<file path="src/rtl/sobel_pkg.sv">
// **************************************************************************
// Frame geometry is fixed at compile time; pixels are 8-bit unsigned grey
// **************************************************************************
package sobel_pkg;

    // Source frame size
    localparam int IMG_W = 16;
    localparam int IMG_H = 12;
    localparam int NUM_PIXELS = IMG_W * IMG_H;

    // Compact result holds interior pixels only
    localparam int NUM_RESULTS = (IMG_W - 2) * (IMG_H - 2);

    localparam int ADDR_W = $clog2(NUM_PIXELS);

    typedef logic [7:0] pixel_t;
    typedef logic [ADDR_W-1:0] addr_t;

    // 3x3 neighbourhood, row 0 is the oldest line
    typedef struct packed {
        pixel_t p00;
        pixel_t p01;
        pixel_t p02;
        pixel_t p10;
        pixel_t p11;
        pixel_t p12;
        pixel_t p20;
        pixel_t p21;
        pixel_t p22;
    } window_t;

endpackage

</file>
<file path="src/rtl/pixel_stream_if.sv">
// **************************************************************************
// Raster pixel stream; valid and data hold until valid and ready meet
// **************************************************************************
interface pixel_stream_if import sobel_pkg::*; ();

    logic   valid;
    logic   ready;
    pixel_t pixel;
    // Final pixel of the frame
    logic   last;

    modport source (
        output valid,
        output pixel,
        output last,
        input  ready
    );

    modport sink (
        input  valid,
        input  pixel,
        input  last,
        output ready
    );

endinterface

</file>
<file path="src/rtl/window_stream_if.sv">
// **************************************************************************
// 3x3 window stream; valid and data hold until valid and ready meet
// **************************************************************************
interface window_stream_if import sobel_pkg::*; ();

    logic    valid;
    logic    ready;
    window_t window;
    // Final interior window of the frame
    logic    last;

    modport source (
        output valid,
        output window,
        output last,
        input  ready
    );

    modport sink (
        input  valid,
        input  window,
        input  last,
        output ready
    );

endinterface

</file>
<file path="src/rtl/frame_ram.sv">
// **************************************************************************
// Read data appears one cycle after raddr; no read-during-write bypass
// **************************************************************************
module frame_ram import sobel_pkg::*; (
    input  logic   clk_i,
    input  logic   we,
    input  addr_t  waddr,
    input  pixel_t wdata,
    input  addr_t  raddr,
    output pixel_t rdata
);

    pixel_t mem [0:NUM_PIXELS-1];

    // Write port
    always_ff @(posedge clk_i) begin
        if (we) begin
            mem[waddr] <= wdata;
        end
    end

    // Registered read port
    always_ff @(posedge clk_i) begin
        rdata <= mem[raddr];
    end

endmodule

</file>
<file path="src/rtl/frame_reader.sv">
// **************************************************************************
// Source RAM must not be written while busy; start while busy is ignored
// **************************************************************************
module frame_reader import sobel_pkg::*; (
    input  logic           clk_i,
    input  logic           rst_i,
    input  logic           start,
    output logic           busy,
    output addr_t          ram_addr,
    input  pixel_t         ram_data,
    pixel_stream_if.source pix,
    input  logic           frame_done
);

    logic  run;
    logic  inflight;
    logic  issue_done;
    addr_t next_addr;
    addr_t cur_addr;
    logic  load;
    logic  step;

    // Busy drops in the same cycle the writer reports done
    assign busy = run && !frame_done;

    // RAM data lands in the output register when it is empty or being taken
    assign load = inflight && (!pix.valid || pix.ready);

    // New read only when the pending one moves on
    assign step = run && !issue_done && (!inflight || load);

    // Re-reading the pending address keeps ram_data stable during a stall
    assign ram_addr = step ? next_addr : cur_addr;

    always_ff @(posedge clk_i or posedge rst_i) begin
        if (rst_i) begin
            run        <= 1'b0;
            inflight   <= 1'b0;
            issue_done <= 1'b0;
            next_addr  <= '0;
            cur_addr   <= '0;
            pix.valid  <= 1'b0;
        end else begin
            if (run && frame_done) begin
                run <= 1'b0;
            end
            if (step) begin
                cur_addr  <= next_addr;
                next_addr <= next_addr + 1'b1;
                if (next_addr == addr_t'(NUM_PIXELS - 1)) begin
                    issue_done <= 1'b1;
                end
            end
            if (start && !busy) begin
                run        <= 1'b1;
                issue_done <= 1'b0;
                next_addr  <= '0;
            end

            if (step) begin
                inflight <= 1'b1;
            end else if (load) begin
                inflight <= 1'b0;
            end

            if (load) begin
                pix.valid <= 1'b1;
            end else if (pix.ready) begin
                pix.valid <= 1'b0;
            end
        end
    end

    // Output pixel register
    always_ff @(posedge clk_i) begin
        if (load) begin
            pix.pixel <= ram_data;
            pix.last  <= (cur_addr == addr_t'(NUM_PIXELS - 1));
        end
    end

endmodule

</file>
<file path="src/rtl/line_cache.sv">
// **************************************************************************
// Windows only for interior centres; input frame must end with last set
// **************************************************************************
module line_cache import sobel_pkg::*; (
    input  logic            clk_i,
    input  logic            rst_i,
    pixel_stream_if.sink    pix,
    window_stream_if.source win
);

    // Two rows up and one row up
    pixel_t line_old [0:IMG_W-1];
    pixel_t line_mid [0:IMG_W-1];

    logic [$clog2(IMG_W)-1:0] col;
    logic [$clog2(IMG_H)-1:0] row;
    window_t                  wnd;
    logic                     accept;
    logic                     interior;

    assign pix.ready = !win.valid || win.ready;
    assign accept    = pix.valid && pix.ready;

    // Incoming pixel is the bottom right corner of a full window
    assign interior = (row >= 2) && (col >= 2);

    assign win.window = wnd;

    always_ff @(posedge clk_i or posedge rst_i) begin
        if (rst_i) begin
            row       <= '0;
            col       <= '0;
            win.valid <= 1'b0;
        end else begin
            if (accept) begin
                if (pix.last) begin
                    row <= '0;
                    col <= '0;
                end else if (col == IMG_W - 1) begin
                    col <= '0;
                    row <= row + 1'b1;
                end else begin
                    col <= col + 1'b1;
                end
                win.valid <= interior;
            end else if (win.ready) begin
                win.valid <= 1'b0;
            end
        end
    end

    // Line memories and window shift
    always_ff @(posedge clk_i) begin
        if (accept) begin
            line_old[col] <= line_mid[col];
            line_mid[col] <= pix.pixel;

            wnd.p00 <= wnd.p01;
            wnd.p01 <= wnd.p02;
            wnd.p02 <= line_old[col];
            wnd.p10 <= wnd.p11;
            wnd.p11 <= wnd.p12;
            wnd.p12 <= line_mid[col];
            wnd.p20 <= wnd.p21;
            wnd.p21 <= wnd.p22;
            wnd.p22 <= pix.pixel;

            win.last <= pix.last;
        end
    end

endmodule

</file>
<file path="src/rtl/sobel_kernel.sv">
// **************************************************************************
// Two-cycle latency; a low res_ready freezes both stages and the input
// **************************************************************************
module sobel_kernel import sobel_pkg::*; (
    input  logic          clk_i,
    input  logic          rst_i,
    window_stream_if.sink win,
    output logic          res_valid,
    input  logic          res_ready,
    output pixel_t        res_pixel,
    output logic          res_last
);

    logic               adv;
    logic               s1_valid;
    logic               s1_last;
    logic signed [10:0] gx;
    logic signed [10:0] gy;
    logic [9:0]         gx_pos;
    logic [9:0]         gx_neg;
    logic [9:0]         gy_pos;
    logic [9:0]         gy_neg;
    logic [10:0]        abs_x;
    logic [10:0]        abs_y;
    logic [11:0]        mag;

    assign adv       = !res_valid || res_ready;
    assign win.ready = adv;

    // 1-2-1 weighted column and row sums
    always_comb begin
        gx_pos = {2'b00, win.window.p02} + {1'b0, win.window.p12, 1'b0}
               + {2'b00, win.window.p22};
        gx_neg = {2'b00, win.window.p00} + {1'b0, win.window.p10, 1'b0}
               + {2'b00, win.window.p20};
        gy_pos = {2'b00, win.window.p20} + {1'b0, win.window.p21, 1'b0}
               + {2'b00, win.window.p22};
        gy_neg = {2'b00, win.window.p00} + {1'b0, win.window.p01, 1'b0}
               + {2'b00, win.window.p02};
    end

    always_comb begin
        abs_x = gx[10] ? -gx : gx;
        abs_y = gy[10] ? -gy : gy;
        mag   = {1'b0, abs_x} + {1'b0, abs_y};
    end

    always_ff @(posedge clk_i or posedge rst_i) begin
        if (rst_i) begin
            s1_valid  <= 1'b0;
            res_valid <= 1'b0;
        end else if (adv) begin
            s1_valid  <= win.valid;
            res_valid <= s1_valid;
        end
    end

    always_ff @(posedge clk_i) begin
        if (adv) begin
            // Stage one, signed gradients
            gx      <= $signed({1'b0, gx_pos}) - $signed({1'b0, gx_neg});
            gy      <= $signed({1'b0, gy_pos}) - $signed({1'b0, gy_neg});
            s1_last <= win.last;
            // Stage two, saturate at full scale
            res_pixel <= (|mag[11:8]) ? 8'hff : mag[7:0];
            res_last  <= s1_last;
        end
    end

endmodule

</file>
<file path="src/rtl/result_writer.sv">
// **************************************************************************
// Always ready; start is ignored between start and the last result
// **************************************************************************
module result_writer import sobel_pkg::*; (
    input  logic   clk_i,
    input  logic   rst_i,
    input  logic   start,
    input  logic   res_valid,
    output logic   res_ready,
    input  pixel_t res_pixel,
    input  logic   res_last,
    output logic   ram_we,
    output addr_t  ram_addr,
    output pixel_t ram_data,
    output logic   done
);

    logic  armed;
    logic  take;
    addr_t wr_addr;

    assign res_ready = 1'b1;
    assign take      = res_valid && res_ready;

    // Write happens on the transfer edge
    assign ram_we   = take;
    assign ram_addr = wr_addr;
    assign ram_data = res_pixel;

    always_ff @(posedge clk_i or posedge rst_i) begin
        if (rst_i) begin
            armed   <= 1'b0;
            wr_addr <= '0;
            done    <= 1'b0;
        end else if (start && !armed) begin
            armed   <= 1'b1;
            wr_addr <= '0;
            done    <= 1'b0;
        end else if (take) begin
            wr_addr <= wr_addr + 1'b1;
            if (res_last) begin
                armed <= 1'b0;
                done  <= 1'b1;
            end
        end
    end

endmodule

</file>
<file path="src/rtl/edge_detect_top.sv">
// **************************************************************************
// Load the source frame while idle; results are read back after done
// **************************************************************************
module edge_detect_top import sobel_pkg::*; (
    input  logic   clk_i,
    input  logic   rst_i,
    input  logic   start,
    input  logic   load_we,
    input  addr_t  load_addr,
    input  pixel_t load_data,
    input  addr_t  res_addr,
    output pixel_t res_data,
    output logic   busy,
    output logic   done
);

    addr_t  src_raddr;
    pixel_t src_rdata;
    logic   res_valid;
    logic   res_ready;
    pixel_t res_pixel;
    logic   res_last;
    logic   dst_we;
    addr_t  dst_waddr;
    pixel_t dst_wdata;

    pixel_stream_if  pix_if ();
    window_stream_if win_if ();

    // Source frame
    frame_ram u_src_ram (
        .clk_i (clk_i),
        .we    (load_we),
        .waddr (load_addr),
        .wdata (load_data),
        .raddr (src_raddr),
        .rdata (src_rdata)
    );

    frame_reader u_reader (
        .clk_i      (clk_i),
        .rst_i      (rst_i),
        .start      (start),
        .busy       (busy),
        .ram_addr   (src_raddr),
        .ram_data   (src_rdata),
        .pix        (pix_if.source),
        .frame_done (done)
    );

    line_cache u_cache (
        .clk_i (clk_i),
        .rst_i (rst_i),
        .pix   (pix_if.sink),
        .win   (win_if.source)
    );

    sobel_kernel u_kernel (
        .clk_i     (clk_i),
        .rst_i     (rst_i),
        .win       (win_if.sink),
        .res_valid (res_valid),
        .res_ready (res_ready),
        .res_pixel (res_pixel),
        .res_last  (res_last)
    );

    result_writer u_writer (
        .clk_i     (clk_i),
        .rst_i     (rst_i),
        .start     (start),
        .res_valid (res_valid),
        .res_ready (res_ready),
        .res_pixel (res_pixel),
        .res_last  (res_last),
        .ram_we    (dst_we),
        .ram_addr  (dst_waddr),
        .ram_data  (dst_wdata),
        .done      (done)
    );

    // Result frame, compact raster from address 0
    frame_ram u_dst_ram (
        .clk_i (clk_i),
        .we    (dst_we),
        .waddr (dst_waddr),
        .wdata (dst_wdata),
        .raddr (res_addr),
        .rdata (res_data)
    );

endmodule

</file>
<file path="config.mk">
export PLATFORM = sky130hd
export DESIGN_NAME = edge_detect_top
export DESIGN_NICKNAME = d
export VERILOG_FILES = /design/src/rtl/sobel_pkg.sv /design/src/rtl/pixel_stream_if.sv /design/src/rtl/window_stream_if.sv /design/src/rtl/frame_ram.sv /design/src/rtl/frame_reader.sv /design/src/rtl/line_cache.sv /design/src/rtl/sobel_kernel.sv /design/src/rtl/result_writer.sv /design/src/rtl/edge_detect_top.sv
export SDC_FILE = /design/constraint.sdc
export NUM_CORES = 2
export LEC_CHECK = 0
export ABC_AREA = 1
export BUFFER_PORTS_ARGS = -buffer_cell sky130_fd_sc_hd__buf_2
export CAP_MARGIN = 10
export CORE_ASPECT_RATIO = 1.4
export CORE_UTILIZATION = 40
export CTS_BUF_LIST = sky130_fd_sc_hd__clkbuf_8
export DETAILED_ROUTE_END_ITERATION = 12
export PLACE_DENSITY = 0.54
export SLEW_MARGIN = 0
export SYNTH_ARGS = -nofsm -noshare
export SYNTH_HDL_FRONTEND = slang
export SYNTH_SLANG_ARGS = --single-unit
</file>
<file path="constraint.sdc">
create_clock -name clk_i -period 3.6 [get_ports clk_i]
set_input_delay 0.18 -clock clk_i [delete_from_list [all_inputs] [get_ports clk_i]]
set_output_delay 0.18 -clock clk_i [all_outputs]
set_load 0.005 [all_outputs]
</file>
### Word level (Yosys, flattened, before mapping)

Memory sizes are Yosys's and may differ from the RTL's. A register that Yosys moved wholly into a read port is not among the register bits.
Cells that the tools add are included.

| word-level totals | value |
|---|---|
| register bits after elaboration | 147 |
| bits in latches | 0 |
| bits in writable memories | 3328 |
| memory bits (read-only) | 0 |
| input port bits | 28 |
| output and inout port bits | 10 |
| word-level logic and storage cells | 107 |
| memories | 4 |

| cells by class | value |
|---|---|
| add/subtract/negate cells | 17 |
| $mul | 0 |
| div/mod/pow operators | 0 |
| magnitude comparators | 2 |
| equality and inequality tests | 3 |
| shifts and indexed selects | 0 |
| multiplexer cells | 31 |
| bitwise logic cells | 0 |
| reductions and logical operators | 20 |

Memory list:

| memory | words | width | read ports | clocked after Yosys merged registers in | wr ports | RTL line | text |
|---|---|---|---|---|---|---|---|
| u_dst_ram.mem | 192 | 8 | 1 | 1 | 1 | frame_ram.sv:13 | `pixel_t mem [0:NUM_PIXELS-1];` |
| u_src_ram.mem | 192 | 8 | 1 | 1 | 1 | frame_ram.sv:13 |  |
| u_cache.line_mid | 16 | 8 | 1 | 0 | 1 | line_cache.sv:13 | `pixel_t line_mid [0:IMG_W-1];` |
| u_cache.line_old | 16 | 8 | 1 | 1 | 1 | line_cache.sv:12 | `pixel_t line_old [0:IMG_W-1];` |

Operator list:

| cell | number |
|---|---|
| $add A10 B8 Y10 | 4 |
| $add A8 B9 Y10 | 4 |
| $mux W8 | 5 |
| $mux W11 | 2 |
| $neg A11 Y11 | 2 |
| $sub A10 B10 Y11 | 2 |
| $mux W1 | 20 |
| $add A8 B1 Y8 const B | 2 |
| $eq A8 B8 Y1 const B | 2 |
| $mux W4 | 4 |
| $add A11 B11 Y12 | 1 |
| $reduce_bool A2 Y1 | 6 |
| $add A4 B1 Y4 const B | 2 |
| $ge A4 B2 Y1 const B | 2 |
| $logic_and A1 B1 Y1 | 6 |
| $reduce_and A2 Y1 | 3 |
| $eq A4 B4 Y1 const B | 1 |
| $logic_not A1 Y1 | 4 |
| $reduce_or A4 Y1 | 1 |

### Longest topological paths before layout

| depth | value |
|---|---|
| depth in word-level cells | 6 |
| mapped depth | 19 |

### By module

Synthesis repeated with hierarchy kept, for this count alone.

| unflattened totals | value |
|---|---|
| cells, all modules | 12661 |
| area, all modules | 146377.9 um^2 |

Modules (own cells, without submodules):

| module | times used | cells an instance | area an instance (um^2) |
|---|---|---|---|
| frame_ram | 2 | 5304 | 62897.8 |
| line_cache | 1 | 1315 | 14107.3 |
| sobel_kernel | 1 | 540 | 4653.2 |
| frame_reader | 1 | 125 | 1246.2 |
| result_writer | 1 | 73 | 575.6 |

### Least setup slack after synthesis

OpenSTA, ideal clock, no wires.

| timing | value |
|---|---|
| kind | register -> register |
| start point | reg u_reader.pix.valid |
| end point | mem u_cache.line_mid[7][0] (netlist name), enable pin |
| library setup time | 0.409 ns |
| data arrival time | 3.470 ns |
| setup slack | -0.280 ns |
| stages on the path, launching flop included | 4 |
| cell sequence | dfrtp_1 -> clkbuf_1 -> nand2_1 -> nor3_1 |

| on the way | value |
|---|---|
| word-level cells in the longest chain between the ends | 2 |

RTL lines:

| element | RTL line | text |
|---|---|---|
| start: declaration | pixel_stream_if.sv:13 | `output valid,` |
| start signal: assignment | frame_reader.sv:42 | `pix.valid <= 1'b0;` |
| start signal: assignment | frame_reader.sv:67 | `pix.valid <= 1'b1;` |
| start signal: assignment | frame_reader.sv:69 | `pix.valid <= 1'b0;` |
| $mux W1 | line_cache.sv:54 | `if (accept) begin` |
| $mux W1 (implied by the code) | line_cache.sv:56 | `line_mid[col] <= pix.pixel;` |
| end: declaration | line_cache.sv:13 |  |

Every way passes these cells.

### Final worst setup path

| timing | value |
|---|---|
| start point | reg u_cache.wnd, in the netlist u_cache.win.window[4] |
| end point | reg u_kernel.gy[10] |

| on the way | value |
|---|---|
| word-level cells in the longest chain between the ends | 2 |

RTL lines:

| element | RTL line | text |
|---|---|---|
| start: declaration | line_cache.sv:17 | `window_t wnd;` |
| $add A10 B8 Y10 | sobel_kernel.sv:37 | `+ {2'b00, win.window.p22};` |
| $sub A10 B10 Y11 | sobel_kernel.sv:62 | `gy <= $signed({1'b0, gy_pos}) - $signed({1'b0, gy_neg});` |
| end signal: assignment | sobel_kernel.sv:62 |  |
| end: declaration | sobel_kernel.sv:18 | `logic signed [10:0] gy;` |

Every way passes these cells.
A chain may end at the register's enable or synchronous reset.

==> impl_results.md <==
- Worst vdd ir: 0.5618 mV
- CTS tree: built
- Insertion delay to the later sink of the worst-skew pair: 1.06 ns
- R2R Setup Slk: 0.14 ns
- Layout cells sized above 1: 0.1040
- Total CTS buffers: 564
- Worst-case reg-to-reg path depth: 19
- CP max-delay cell: fa_1
- Setup crit end kind: flip-flop
- Final setup viols: 0
- Hold depth: 5
- Pwr/cell area: 608.7 nW/um^2
- Total grt overflow: 0
- RSZ-0062 raised after global routing: yes
- Relative slew slack: 0.2169
- Critical-path cell list: buf_4 > inv_1 > fa_1 > inv_1 > fa_1 > inv_1 > fa_1 > inv_1 > ha_4 > buf_4 > nand2_1 > nand2_1 > a21oi_2 > nor2_1 > nor2_1 > o21bai_1 > nand2_1 > nand2_1 > a21oi_2
- DR DRC count: 0
- Max-capacitance violation count: 0
- Yosys warns: 0
- Async S/R FF share, synth: 0.01172
- Pin count of the biggest net entering global routing: 149
- Worst path top cell family by delay: adder cells
- Clk slew on worst S/H paths: 0.07 ns
- Non-Filler Instances: 17494
- Leak: 59.70 nW
- WL per Instance: 23.85 um
- Critical path peak fanout: 3
- Clock Tree Root: clkbuf_8
- IO buf count: 37
- Critical Path Max Stage Delay: 0.53 ns
- Fin. Hold Viols: 0
- WP data required: 4.51 ns
- Area grow syn2layout: 12.98%
- TritonRoute pass-1 iters: 6
- Die height: 714.0 um
- Reg-to-Reg Start: u_cache.win.window[4]$_DFFE_PP_
- Synthesized area: 144800 sq um
- GRT Total Usage: 0.2240
- Outcome: finished, final reports clean
- Overall via count from detail_route: 95520
- Routed Wire Length: 417300 um
- Worst Tran Pin Value: 1.172 ns
- Number of synthesized register bits: 3499
- Final net count: 12473
- Vias per inst: 5.460
- HP Start: res_addr[6]
- Final Wtd Congestion: 0.8815
- Post-synth top flop: edfxtp_1
- Core Footprint: 360500 sq um
- CTS sink cnt: 3499
- Initial drt markers: 8754
- Antenna violations before repair: 6
- # H-tree levels: 6
- Die area: 364600 sq um
- Tmin final: 3.460 ns
- Reg-to-reg endpoint: u_kernel.gy[10]$_DFF_P_
- Final worst-path cycle share: 0.9612
- Mean area per synthesized cell: 12.10 sq um
- Final Max Tran Viols: 0
- Maximum clock insertion buffer count: 4
- Setup TNS: 0 ns
- Io pins: 38
- Fmax: 289.0 MHz
- Vias in the first global route: 95632
- Hold Path End: u_dst_ram.rdata[1]$_DFF_P_
- Final Skew: 0.07849 ns
- Hold Crit Class: input port to flip-flop
- Die width: 510.6 um
- Row count: 261
- Count of flip-flops with a built-in enable after synthesis: 3410
- Post-route ant nets: 0
- Syn Inst Count: 11975
- Sequential share of the synthesized area: 0.7207
- Worst EP arrival: 4.37 ns
- WS Path Type: flip-flop to flip-flop
- DP HPWL: 249600 um
- Mapped Nets: 12114
- Cell variety after synth: 47
- Buffers & Inverters on Critical Path: 6
- Worst setup SP type: flip-flop
- First-pass GRT wire length: 615800 um
- Initial Util: 0.4018
- Cell total after placement: 16457
timing repair:
| action | CTS | global route |
|---|---|---|
| setup endpoints to repair | 2 | 7 |
| gates resized for setup | 5 | 27 |
| setup buffers | 2 | 7 |
| pin swaps | 1 | 26 |
| hold buffers | 36 | 0 |
| hold endpoints to repair | 928 | 0 |
routing by layer:
metal	vias to the layer above	global-route usage	share of wire
met5	-	0	0.000058
met4	4	0.1001	0.045
met3	836	0.02992	0.056
met2	3343	0.3887	0.50
met1	47827	0.2770	0.39
li1	43510	-	-
worst register-to-register path: stages, from the launching register on:
cell and delay [ns]:
edfxtp_1 0.35, buf_4 0.11, inv_1 0.05, fa_1 0.53
inv_1 0.06, fa_1 0.53, inv_1 0.05, fa_1 0.48
inv_1 0.06, ha_4 0.28, buf_4 0.11, nand2_1 0.06
nand2_1 0.07, a21oi_2 0.06, nor2_1 0.11, nor2_1 0.05
o21bai_1 0.21, nand2_1 0.08, nand2_1 0.07, a21oi_2 0.05
synthesized netlist by cell type, types with 2 or more instances:
cell type	n	area (sq um)
buf_4	9	67.56
xnor2_1	11	96.34
dfxtp_1	48	960.9
ha_1	48	600.6
o211ai_1	121	908.4
a21o_1	2	15.01
nor3_1	37	185.2
o21ai_2	3	26.28
a21oi_1	157	785.8
nand3_1	1423	7122
fa_1	63	1261
or2_2	4	25.02
o221ai_1	90	788.3
clkbuf_1	465	1745
buf_2	268	1341
inv_2	6	22.52
xor2_1	23	201.4
buf_1	59	221.5
o21bai_1	4	30.03
nand2_2	2	12.51
edfxtp_1	3410	102400
a2111oi_0	3	26.28
nand3b_1	280	2102
o22ai_1	346	2165
o21ai_0	1113	5570
a211oi_1	3	22.52
nand4_1	25	156.4
inv_1	876	3288
nor4_1	4	25.02
a32o_1	5	50.05
nand2_1	1446	5428
dfrtp_1	41	1026
o21ai_1	146	730.7
nor2_1	1420	5330
clkinv_1	2	7.510
cell families (layout without fill, tap and decap cells):
family / Yosys count / count (layout) / share of synthesized area
other: 0 / 5 / 0
XOR/XNOR: 34 / 34 / 0.002056
adder cells (fa/ha/maj): 111 / 111 / 0.01285
AND/OR/NAND/NOR: 4648 / 4648 / 0.1411
AO/OA/AOI/OAI: 1996 / 1996 / 0.07697
buffers and inverters: 1687 / 2467 / 0.04633
flip-flops: 3499 / 3499 / 0.7207
cells in the final DEF (no fill, tap or decap), types with 36 or more instances in the layout:
master	n
clkbuf_8	586
o221ai_1	90
nor3_1	36
o22ai_1	346
nand3b_1	280
o21ai_0	1110
clkinv_2	56
ha_1	41
dfxtp_1	40
o21ai_1	146
buf_12	98
dlygate4sd3_1	36
buf_4	426
a21oi_1	150
clkinv_1	120
nand2_1	1444
dfrtp_1	38
nand3_1	1419
nor2_1	1405
edfxtp_1	3410
inv_1	1048
o211ai_1	121
fa_1	61
cell type report:
class                   instances  area [sq um]
fillers                     33158        196900
multi-input cells            6789         34010
well taps                    4734          5923
clock inverters               409          2163
inverters                     884          3354
diodes                          5         12.51
flip-flops and latches       3499        104400
repair buffers                596          5797
clock buffers                 578          7955
worst max path at each step:
stage / depth (start not counted) / startpoint / slack [ns] / endpoint
after global routing: 15 / u_cache.win.window[50]$_DFFE_PP_ / -0.07 / u_kernel.gy[9]$_DFF_P_
after detailed placement: 15 / u_cache.win.window[0]$_DFFE_PP_ / -0.12 / u_kernel.gy[9]$_DFF_P_
final: 19 / u_cache.win.window[4]$_DFFE_PP_ / 0.14 / u_kernel.gy[10]$_DFF_P_
after floorplan: 15 / u_cache.win.window[0]$_DFFE_PP_ / 0.07 / u_kernel.gy[9]$_DFF_P_
after global placement: 15 / u_cache.win.window[0]$_DFFE_PP_ / -0.19 / u_kernel.gy[9]$_DFF_P_
after CTS: 16 / u_cache.win.window[0]$_DFFE_PP_ / 0.001 / u_kernel.gx[9]$_DFF_P_
report_power, final:
| part | internal, mW | switching [mW] |
|---|---|---|
| clock network | 15.8 | 16.0 |
| logic | 6.93 | 13.7 |
| registers | 46.3 | 0.846 |
| total | 69.1 | 30.5 |
registers in the layout, summed over array words and instances, names as in the netlist, 11 cells and up:
register            count
u_kernel.gy            11
u_cache.line_old      128
u_src_ram.mem        1536
u_cache.win.window     72
u_kernel.gx            11
u_dst_ram.mem        1536
u_cache.line_mid      128
per-stage QoR:
step	instance area (sq um)	hold slack, ns	worst slack [ns]	total power [mW]	util
global placement	152900	0.3236	-0.1896	67.72	0.4242
global route	163600	0.1797	-0.06739	104.0	0.4539
floorplan	144800	0.2789	0.07331	59.94	-
CTS	163400	0.1002	0.001263	99.64	0.4534
finish	163600	0.2091	0.1395	99.61	0.4539
detailed placement	152900	0.3150	-0.1155	67.85	0.4242
Power figures use the tool's default switching activity.
